[config.mk]
export PLATFORM = sky130hd
export DESIGN_NAME = vec_cfg
export DESIGN_NICKNAME = d
export VERILOG_FILES = /design/src/hw/vec_core_pkg.sv /design/src/hw/vec_isa_pkg.sv /design/src/hw/vec_cfg.sv
export SDC_FILE = /design/constraint.sdc
export NUM_CORES = 1
export LEC_CHECK = 0
export BUFFER_PORTS_ARGS = -buffer_cell sky130_fd_sc_hd__buf_2
export CORE_ASPECT_RATIO = 1.5
export CORE_MARGIN = 5
export CORE_UTILIZATION = 36
export CTS_BUF_LIST = sky130_fd_sc_hd__clkbuf_4 sky130_fd_sc_hd__clkbuf_8 sky130_fd_sc_hd__clkbuf_16
export CTS_CLUSTER_DIAMETER = 80
export CTS_CLUSTER_SIZE = 12
export DETAILED_ROUTE_END_ITERATION = 10
export PLACE_DENSITY = 0.86
export SLEW_MARGIN = 25
export SYNTH_ARGS = -nofsm -noshare
export SYNTH_HDL_FRONTEND = slang
export SYNTH_SLANG_ARGS = --single-unit
[constraint.sdc]
create_clock -name clk -period 1.9 [get_ports clk]
set_clock_uncertainty 0.1 [all_clocks]
set_input_delay 0.19 -clock clk [delete_from_list [all_inputs] [get_ports clk]]
set_output_delay 0.19 -clock clk [all_outputs]
set_load 0.02 [all_outputs]
[src/hw/vec_core_pkg.sv]
package vec_core_pkg;

    localparam int XLEN     = 32;   // scalar side
    localparam int NUM_VREG = 32;

    // sizes used when the top level is not overridden
    localparam int DEF_VLEN       = 256;
    localparam int DEF_DATA_WIDTH = 64;

    typedef logic [XLEN-1:0] xlen_t;

    // element width, same code as vsew
    typedef enum logic [1:0] {
        SEW8  = 2'd0,
        SEW16 = 2'd1,
        SEW32 = 2'd2,
        SEW64 = 2'd3
    } sew_t;

endpackage

[src/hw/vec_isa_pkg.sv]
package vec_isa_pkg;

    // major opcodes handled by the unit
    typedef enum logic [6:0] {
        OP_STORE = 7'h27,   // unit-stride store only
        OP_VEC   = 7'h57    // arithmetic and vsetvli
    } major_op_t;

    // operand form, funct3 of OP-V
    typedef enum logic [2:0] {
        OPIVV = 3'h0,
        OPIVI = 3'h3,
        OPIVX = 3'h4,
        OPCFG = 3'h7
    } vfunct3_t;

    typedef enum logic [5:0] {
        F_VADD = 6'b000000,
        F_VSUB = 6'b000010,   // vs2 minus the first operand
        F_VAND = 6'b001001,
        F_VOR  = 6'b001010,
        F_VXOR = 6'b001011
    } vfunct6_t;

    typedef logic [4:0] vreg_addr_t;

    // field positions in the 32-bit instruction word
    localparam int OPC_LSB   = 0;
    localparam int VD_LSB    = 7;    // vd, or vs3 of a store
    localparam int F3_LSB    = 12;
    localparam int RS1_LSB   = 15;   // rs1, vs1 or simm5
    localparam int VS2_LSB   = 20;
    localparam int F6_LSB    = 26;
    localparam int VTYPE_LSB = 20;   // zimm of vsetvli
    localparam int VTYPE_W   = 11;

endpackage
[src/hw/vec_cfg.sv]
module vec_cfg
    import vec_isa_pkg::*;
    import vec_core_pkg::*;
#(
    parameter int  VLEN = DEF_VLEN,
    localparam int VL_W = $clog2(VLEN / 8) + 1
) (
    input  logic               clk,
    input  logic               rst_n,
    input  logic               cfg_en,
    input  logic [VTYPE_W-1:0] cfg_vtype,
    input  xlen_t              cfg_avl,
    input  logic               cfg_rs1_zero,
    output logic [VL_W-1:0]    vl,
    output sew_t               sew,
    output logic               vill,
    output xlen_t              scalar_out
);

    sew_t            new_sew;
    logic            bad_vtype;
    logic [VL_W-1:0] vlmax;

    assign new_sew   = sew_t'(cfg_vtype[1:0]);
    assign bad_vtype = cfg_vtype[2] | (|cfg_vtype[5:3]);   // vsew above 3 or any lmul but 1
    assign vlmax     = VL_W'(VLEN / 8) >> new_sew;

    always_ff @(posedge clk) begin
        if (!rst_n) begin
            vl   <= '0;
            sew  <= SEW8;
            vill <= 1'b1;   // no legal vtype set yet
        end else if (cfg_en) begin
            vill <= bad_vtype;
            if (bad_vtype) begin
                vl  <= '0;
                sew <= SEW8;
            end else begin
                sew <= new_sew;
                if (cfg_rs1_zero || cfg_avl >= xlen_t'(vlmax))
                    vl <= vlmax;
                else
                    vl <= cfg_avl[VL_W-1:0];
            end
        end
    end

    assign scalar_out = vill ? '0 : xlen_t'(vl);

endmodule

Yosys cells after proc, flatten, opt, wreduce, memory -nomap -nowiden
Index checks and enable logic that the tools add are counted.

storage, ports and cells
  input bits = 47
  register bits = 9
  output and inout port bits = 41
  word-level logic and storage cells = 12

operators by class
  reductions and logical operators = 2
  magnitude comparators = 1
  bitwise operators = 1
  multiplexer cells = 4
  shift-type cells = 1

operators with widths
  operator                                          number
  greater-or-equal comparator 32 x 6 -> 1 bit       1
  two-way mux 6 bit                                 3
  >> shifter 6 x 2 -> 6 bit (first input constant)  1
  OR reduction 3 bit                                1
  two-way mux 2 bit                                 1
  logical OR 1 bit                                  1
  OR 1 bit                                          1

Logic depth before layout (Yosys ltp)
Gate-level depths: netlist of the first run.

  depth in word-level cells = 5
  mapped depth = 8
  depth with buffers taken out = 7

Worst setup path before layout of the first run
No wires, ideal clock.

  kind = input-to-reg
  from = input port cfg_vtype[0]
  to = register vl[4]
  library setup time = 0.129 ns
  path buffers = 1
  data required time = 1.671 ns
  cell stages on the path = 8
  arrival time = 1.485 ns
  path slack = 0.186 ns
  cells stage by stage = clkbuf_1 > inv_1 > nand2_1 > ha_1 > o21a_1 > o211a_1 > a32oi_1 > o211ai_2

between the ends
  cells in the longest elaborated chain, start to end = 5

RTL lines
  what                                         RTL line       source
  start: declaration                           vec_cfg.sv:11  input logic [VTYPE_W-1:0] cfg_vtype,
  >> shifter 6 x 2 -> 6 bit *                  vec_cfg.sv:26  assign vlmax = VL_W'(VLEN / 8) >> new_sew;
  greater-or-equal comparator 32 x 6 -> 1 bit  vec_cfg.sv:40  if (cfg_rs1_zero || cfg_avl >= xlen_t'(vlmax))
  logical OR 1 bit                             vec_cfg.sv:40
  two-way mux 6 bit *                          vec_cfg.sv:40
  two-way mux 6 bit *                          vec_cfg.sv:35  if (bad_vtype) begin
  end signal: assignment                       vec_cfg.sv:41  vl <= vlmax;
  end signal: assignment                       vec_cfg.sv:43  vl <= cfg_avl[VL_W-1:0];
  end: declaration                             vec_cfg.sv:14  output logic [VL_W-1:0] vl,

Every way passes the cells marked *; elsewhere a longest branch is shown, timed or not.
A chain may end at the register's enable or synchronous reset.

Worst setup path after layout of the first run
  from = input port cfg_vtype[0]
  to = register vl[1]

Same word-level chain as after synthesis.

==> results.md, run 1 <==
- Status: complete, no violations
- Global route overflow: 0
- Top Family by Delay on Critical Path: simple AND/OR/NAND/NOR gates
- Post-route setup TNS: 0 ns
- Non-filler cells, final: 190
- CTS root buffer: clkbuf_4
- IO Count: 88
- Seq. cell area: 180 µm²
- Hold Crit Depth: 2
- Max-slew violation count: 0
- Top post-synthesis cells by area: buf_4 (22%), dfxtp_1 (20%), ha_1 (5.6%)
- Final WL: 2.26 mm
- R2r endpoint: sew[1]
- Pin count of the biggest net entering global routing: 9
- Lkg Pwr: 0.585 nW
- Critical-path cell list: buf_2, inv_1, nand2_1, ha_1, nor4_1, nand4_1, nor2_1, a32o_1
- Mapped Cells: 108
- Net Sw Frac: 31.9%
- Clock share of power: 31.5%
- Drt pass-1 iters: 4
- Fin crit period: 1.54 ns
- DRC viols: 0
- Worst skew pair latency: 0.25 ns
- Setup bufs post-CTS: 0
- CTS sink count: 9
- Post-synthesis average cell area: 8.21 µm²
- DR vias: 934
- Worst-path clk slew: 0.06 ns
- Asr flop ratio synth: 0%
- Net Sw Power: 0.156 mW
- Hold wc startpoint: rst_n
- Reg2reg path depth: 3
- Startpoint types: input port
- Placer Congestion: 0.813
- Die Ht: 70.8 µm
- R2r setup slk: 1.05 ns
- H-tree Lvls: 1
- Min-Delay Endpoint: vill
- Synth top cells by count: buf_4 (26), dfxtp_1 (9), nor2b_1 (8), nor4_1 (7), nand2_1 (6)
- TritonCTS clock tree: yes
- Final setup vio count: 0
- Crit path max fanout: 8
- CTS buffer count: 3
- Warnings, synthesis: 0
- Crit path buffers/inverters: 2
- Post-Place Cells: 186
- Final ANT Viol Nets: 0
- DR iter-0 viols: 8
- Routed WL per cell: 11.9 µm
- # port buffers: 56
- Layout net count: 218
- Initial Utilization: 37.0%
- Multi-input combinational cell area: 576 µm²
- Combinational Power Share: 29.5%
- CP max stage cell: nor2_1
- Initial antenna violation count: 0
- Seq pwr share: 39.0%
- Most frequent cell after synthesis: buf_4
- Worst hold-check path type: in -> reg
- Post-CTS Hold Fix Bufs: 0
- #FFs+latches synth: 9
- Tot GR Track Use: 11.9%
- Area grow syn2layout: 26.1%
- Max cap viols: 0
- Core Footprint: 0.00239 mm²
- CP Class: in -> reg
- Peak supply drop: 0.264 mV
- Max Fclk: 649 MHz
- Min Hold Slack: 0.0612 ns
- FILL cells: 252
- Yosys top cell area share: 22.0%
- Synth Cell Area: 887 µm²
- Ys flop type: dfxtp_1
- Sequential area share after synthesis: 20.3%
- Post-synth top area cell: buf_4
- Vias per std cell: 4.92
- Layout cell share with drive strength beyond 1: 39.8%
- Post-synthesis cell type count: 31
- Worst EP required: 1.99 ns
- # rows: 22
- Final Hold Fails: 0
- Vias in the first global route: 915
- Antenna cells: 0
- Setup repair after global routing missed its margin: false
- Int Power: 0.334 mW
- Clk buf depth: 2
- Die Area: 0.00358 mm²
- Die Wd: 50.5 µm
- Final period util: 81.0%
- Post-synth EDFFs: 0
- Pwr dens: 438 mW/mm²
- Worst path max stage delay: 0.28 ns
- Crit path arrival time: 1.63 ns
- CP Capture Type: flop
- Global-route wire length before repair: 3.62 mm
- Worst reg2reg path startpoint: sew[1]
- Final HPWL DP: 2.05 mm
- Post-CTS Resized: 0
==> final cells by class <==
type | instances | area share, %
Inverter | 4 | 1.34
Timing Repair Buffer | 57 | 25.7
Multi-Input combinational cell | 92 | 51.5
Tap cell | 24 | 2.68
Sequential cell | 9 | 16.1
Clock buffer | 4 | 2.68
==> power by group through the flow <==
stage | clock (mW) | combinational, mW | sequential (mW)
floorplan | 0 | 0.127 | 0.196
global placement | 0 | 0.140 | 0.195
detailed placement | 0 | 0.142 | 0.195
CTS | 0.157 | 0.143 | 0.191
global route | 0.170 | 0.159 | 0.191
finish | 0.154 | 0.144 | 0.191
==> through the flow <==
step                      utilization, %  worst slack [ns]  instance area, µm²  total power, mW
final                               46.7             0.360                1120            0.490
after global routing                46.7             0.247                1120            0.519
after CTS                           46.7             0.361                1120            0.491
after detailed placement            45.5             0.106                1090            0.337
after floorplan                        -             0.186                 981            0.323
after global placement              45.5             0.149                1090            0.335
==> cells by family (layout without fill, tap and decap cells) <==
logic type | count (synthesis) | after routing | share of synthesized area [%]
and+or+nand+nor | 42 | 42 | 30.5
buffers and inverters | 32 | 65 | 25.4
AOI/OAI and AO/OA | 20 | 20 | 17.8
DFF | 9 | 9 | 20.3
adders and majority gates | 4 | 4 | 5.64
other | 1 | 26 | 0.423
==> worst max path at each step <==
stage / to / slack (ns) / cells past startpoint / from
final: vl[1] / 0.36 / 8 / cfg_vtype[0]
after global routing: vl[1] / 0.25 / 8 / cfg_vtype[0]
after CTS: vl[1] / 0.36 / 8 / cfg_vtype[0]
after detailed placement: vl[1] / 0.11 / 8 / cfg_vtype[0]
after global placement: vl[0] / 0.15 / 8 / cfg_vtype[0]
after floorplan: vl[4] / 0.19 / 8 / cfg_vtype[0]
==> routing by layer <==
metal	global-route usage, %	vias to the layer above	share of wire, %
met5	0	-	0
li1	-	463	-
met1	13.2	428	35
met4	2.56	0	0.93
met2	22.2	41	56
met3	2.53	2	8.1
==> flip-flops by register name, indices dropped and copies added (netlist names) <==
name and cells:
vill 1, vl 6, sew 2
==> cell usage in the layout (no fill, tap or decap), types with 3 or more instances in the layout <==
cell type / count
a32oi_1: 4
nor2_1: 4
conb_1: 26
dfxtp_1: 9
nand2_1: 6
buf_2: 56
ha_1: 4
o21ai_1: 3
nor2b_1: 8
inv_1: 3
nor4_1: 7
and2b_1: 3
nand4_1: 4
clkbuf_4: 4
(Power assumes the default switching activity.)
==> run 2, diff against run 1 <==
==> constraint.sdc (replaced) <==
create_clock -name clk -period 1.5 [get_ports clk]
set_clock_uncertainty 0.1 [all_clocks]
set_input_delay 0.15 -clock clk [delete_from_list [all_inputs] [get_ports clk]]
set_output_delay 0.15 -clock clk [all_outputs]
set_load 0.02 [all_outputs]
==> run 2 against run 1 <==
- clock power up 42%
- first-iteration DRC count grew to 3.5 times the previous value
- sequential share of layout area shrank 1.3 points
- critical path type unchanged
- setup slack got worse by 0.21 ns
- via count rose by 3.6%
- non-clock buffer count up 10
- hold slack got worse by 0.036 ns
- critical path depth fell by 1
- largest power group unchanged
- utilization increased by 4.0 points
- clock-buffer cell count did not move
==> results.md, run 2 (same netlist as run 1, synthesis figures left out) <==
- Status: complete, no violations
- Final setup vio count: 0
- Antenna cells: 0
- Largest registers: vl (6), sew (2), vill (1)
- # port buffers: 56
- Final Hold Fails: 0
- Max-slew violation count: 0
- Routed WL per cell: 12.4 µm
- Setup bufs post-CTS: 0
- Initial Utilization: 37.0%
- Global route overflow: 0
- Pin count of the biggest net entering global routing: 9
- Final period util: 89.8%
- Largest register FFs: 6
- Reg2reg path depth: 2
- Tot GR Track Use: 13.3%
- Startpoint types: input port
- DR vias: 968
- Final critical-path setup slack: 0.153 ns
- CTS root buffer: clkbuf_4
- IO Count: 88
- Crit path arrival time: 1.41 ns
- Peak supply drop: 0.315 mV
- Final WL: 2.47 mm
- H-tree Lvls: 1
- CTS buffer count: 3
- Layout net count: 228
- Die Wd: 50.5 µm
- DRC viols: 0
- Core Footprint: 0.00239 mm²
- TritonCTS clock tree: yes
- Initial antenna violation count: 0
- CP Capture Type: flop
- Placer Congestion: 0.795
- Clk buf depth: 2
- Crit path max fanout: 5
- Setup repair after global routing missed its margin: false
- Worst hold-check path type: in -> reg
- Hold Crit Depth: 2
- CP Class: in -> reg
- Max cap viols: 0
- Worst EP required: 1.56 ns
- Most frequent cells in the layout: buf_2 (56), conb_1 (26), buf_4 (10)
- Area grow syn2layout: 36.8%
- Min Hold Slack: 0.0251 ns
- Biggest register: vl
- Setup slack at placement: -0.187 ns
- Worst-path clk slew: 0.07 ns
- Vias per std cell: 4.84
- Global-route wire length before repair: 3.83 mm
- CTS sink count: 9
- Lkg Pwr: 0.634 nW
- Drt pass-1 iters: 4
- Die Area: 0.00358 mm²
- Pwr dens: 546 mW/mm²
- DR iter-0 viols: 28
- Worst skew pair latency: 0.27 ns
- # rows: 22
- Vias in the first global route: 940
- Layout cell share with drive strength beyond 1: 44.9%
- Final ANT Viol Nets: 0
- Die Ht: 70.8 µm
- Max Fclk: 742 MHz
- Fin crit period: 1.35 ns
- Leading cell type in the layout, fill and taps excluded: buf_2
- Final HPWL DP: 2.10 mm
## run 2: cell count changes in the layout (fill, tap and decap cells not counted)
| cell | delta |
|---|---|
| a311oi_1 | -1 |
| a311oi_2 | +1 |
| buf_4 | +9 |
| dlygate4sd3_1 | +1 |
| inv_1 | -1 |
| inv_4 | +1 |
| nor2_1 | -1 |
| nor2_2 | +1 |
| nor4_1 | -1 |
| nor4_2 | +1 |
## run 2: critical path, cell delays in order
cell and delay [ns]:
buf_2 0.12, nand2_1 0.06, ha_1 0.26, o21a_1 0.18, o211a_1 0.30, a32oi_1 0.24, o211ai_2 0.10
## run 2: timing repair
action                                  CTS  global route
hold endpoints to repair                  1             0
endpoints found under the setup margin    0             4
hold buffers                              1             0
gates resized for setup                   0             3
## run 2: final timing paths
| check | startpoint | endpoint | slack (ns) |
|---|---|---|---|
| max | cfg_vtype[0] | vl[4] | 0.15 |
| min | cfg_avl[1] | vl[1] | 0.03 |
| max reg2reg | vl[4] | vl[4] | 0.66 |
| min reg2reg | vl[0] | vl[0] | 0.37 |
## run 2: routing by layer
layer | share of wire [%] | global-route usage, % | vias to the layer above
li1 | - | - | 483
met1 | 35 | 14.0 | 447
met2 | 57 | 23.8 | 33
met3 | 5.6 | 2.11 | 5
met4 | 2.1 | 7.67 | 0
met5 | 0 | 0 | -
## run 2: report_power, final
group / switching (mW) / internal, mW / leakage (nW) / total [mW]
sequential: 0.00144 / 0.240 / 0.0726 / 0.242
combinational: 0.126 / 0.0761 / 0.543 / 0.202
clock: 0.0978 / 0.121 / 0.0184 / 0.219
## run 2: metrics by stage
step                      util (%)  area [µm²]  setup TNS [ns]  cells  total power, mW
after global routing          50.7        1210               0    200            0.699
after global placement        48.4        1160          -0.795    195            0.439
after floorplan                  -         993         -0.0534    133            0.413
final                         50.7        1210               0    200            0.663
after detailed placement      48.4        1160          -0.938    195            0.442
after CTS                     50.1        1200               0    200            0.661
## run 2: cell type report
class                      instances  area [µm²]
clock buffer                       4        30.0
fill                             256        1180
inverter                           4        17.5
multi-input combinational         92         591
sequential                         9         180
tap                               24        30.0
timing repair buffer              67         365
==> run 3, diff against run 2 <==
--- a/config.mk
+++ b/config.mk
@@ -13,7 +13,9 @@
 export CTS_CLUSTER_DIAMETER = 80
 export CTS_CLUSTER_SIZE = 12
 export DETAILED_ROUTE_END_ITERATION = 10
-export PLACE_DENSITY = 0.86
+export HOLD_SLACK_MARGIN = 0.1
+export PLACE_DENSITY_LB_ADDON = 0.15
+export SETUP_SLACK_MARGIN = 0.2
 export SLEW_MARGIN = 25
 export SYNTH_ARGS = -nofsm -noshare
 export SYNTH_HDL_FRONTEND = slang
==> run 3 against run 2 <==
- the run now ends with design-rule violations left
- global-route usage hardly changed
- sequential share of layout area is 2.1 points lower
- fmax is 2.2% higher
- design area is 16% higher
- combinational power is 29% higher
- utilization is 8.3 points higher
- sequential power hardly changed
- register-to-register slack hardly changed
- clock-buffer cell count stayed put
- largest cell class unchanged
- largest power group is now combinational logic
==> results.md, run 3 (same netlist as run 1, synthesis figures left out) <==
- Startpoint types: input port
- Biggest register: vl
- Status: finished with violations
- Global route overflow: 0
- Max Fclk: 759 MHz
- Critical-path cell list: buf_6, or4b_4, buf_8, nor2_1, a311oi_2, o21ai_1
- Largest register FFs: 6
- Max-slew violation count: 0
- GRT busiest layer: met2
- Worst path max stage delay: 0.53 ns
- Setup repair after global routing missed its margin: true
- Min Hold Slack: 0.168 ns
- Pin count of the biggest net entering global routing: 9
- DR iter-0 viols: 19
- Total power draw: 0.708 mW
- Area grow syn2layout: 59.1%
- Layout net count: 231
- Drt pass-1 iters: 7
- CP max stage cell: or4b_4
- Final non-filler cell area: 0.00141 mm²
- CTS buffer count: 3
- Post-Place Cells: 193
- Crit path max fanout: 7
- Worst-path clk slew: 0.06 ns
- Final HPWL DP: 2.21 mm
- Die Area: 0.00358 mm²
- # rows: 22
- Routed WL per cell: 12.8 µm
- Max cap viols: 0
- Largest registers: vl (6), sew (2), vill (1)
- Reg2reg path depth: 3
- # port buffers: 56
- R2r setup slk: 0.67 ns
- IO Count: 88
- Final WL: 2.60 mm
- CP Capture Type: flop
- Vias in the first global route: 977
- Core Footprint: 0.00239 mm²
- H-tree Lvls: 1
- Pwr dens: 502 mW/mm²
- Most frequent cells in the layout: buf_2 (53), conb_1 (26), buf_4 (9), dfxtp_1 (9), nor2b_1 (8)
- GR Util met1: 12.6%
- Final Util: 58.9%
- Initial antenna violation count: 0
- TritonCTS clock tree: yes
- Die Wd: 50.5 µm
- Antenna cells: 0
- Non-filler cells, final: 203
- Met3 Use GR: 1.89%
- CTS root buffer: clkbuf_4
- Crit path buffers/inverters: 2
- Met2 Resource Use GR: 25.7%
- Final setup vio count: 0
- CTS sink count: 9
- Die Ht: 70.8 µm
- DR vias: 989
- Peak supply drop: 0.244 mV
- Hold Crit Depth: 3
- Final ANT Viol Nets: 0
- Fin crit period: 1.32 ns
- Global-route wire length before repair: 3.89 mm
- CP Class: in -> reg
- Leading cell type in the layout, fill and taps excluded: buf_2
- Initial Utilization: 37.0%
- Crit path arrival time: 1.40 ns
- Clk buf depth: 2
- Tot GR Track Use: 13.3%
- Worst hold-check path type: in -> reg
- Failing checks: design-rule violations
- Lkg Pwr: 0.678 nW
- Final Hold Fails: 0
- Top Family by Delay on Critical Path: simple AND/OR/NAND/NOR gates
- Vias per std cell: 4.87
- Placer Congestion: 0.798
- DRC viols: 2
- Placed Area: 0.00119 mm²
- Stages on worst setup path: 6
- Worst EP required: 1.58 ns
- Worst skew pair latency: 0.26 ns
- Layout cell share with drive strength beyond 1: 51.4%
- Final period util: 87.8%
[run 3: metal layers]
| metal | vias to the layer above | share of wire (%) |
|---|---|---|
| li1 | 493 | - |
| met3 | 6 | 9.3 |
| met4 | 0 | 2.5 |
| met2 | 52 | 58 |
| met5 | - | 0 |
| met1 | 438 | 30 |
[run 3: what timing repair did]
action                                  in CTS  in global routing
buffers inserted                             0                  2
pin swaps                                    5                 12
hold buffers                                 4                  0
hold endpoints to repair                     5                  0
gates resized for setup                      8                 20
endpoints found under the setup margin       6                  6
[run 3: worst paths after layout]
path                              startpoint      to
worst max-delay path            cfg_vtype[5]   vl[2]
worst min-delay path              cfg_avl[5]   vl[5]
worst max register to register        sew[1]  sew[1]
worst min register to register         vl[1]   vl[1]
[run 3: through the flow]
| stage | worst slack, ns | setup TNS [ns] |
|---|---|---|
| 2_1_floorplan | -0.00674 | -0.00674 |
| 3_3_place_gp | -0.132 | -0.639 |
| 3_5_place_dp | -0.159 | -0.755 |
| 4_1_cts | 0.186 | 0 |
| 5_1_grt | 0.139 | 0 |
| 6_report | 0.182 | 0 |
[run 3: power by group]
part	switching, mW	internal, mW
combinational	0.149	0.112
sequential	0.00147	0.240
clock	0.0853	0.120
total	0.236	0.473
[run 3: worst register-to-register path: cells and delay by family, from the launching register on]
kind	cells	cell delay (ns)
compound gates	1	0.11
simple gates	2	0.21
flops	1	0.31
[run 3: layout make-up]
type / instances / area (µm²)
fill: 214 / 983
multi-input combinational: 92 / 692
timing repair buffer: 70 / 439
sequential: 9 / 180
inverter: 4 / 40.0
clock buffer: 4 / 30.0
tap: 24 / 30.0
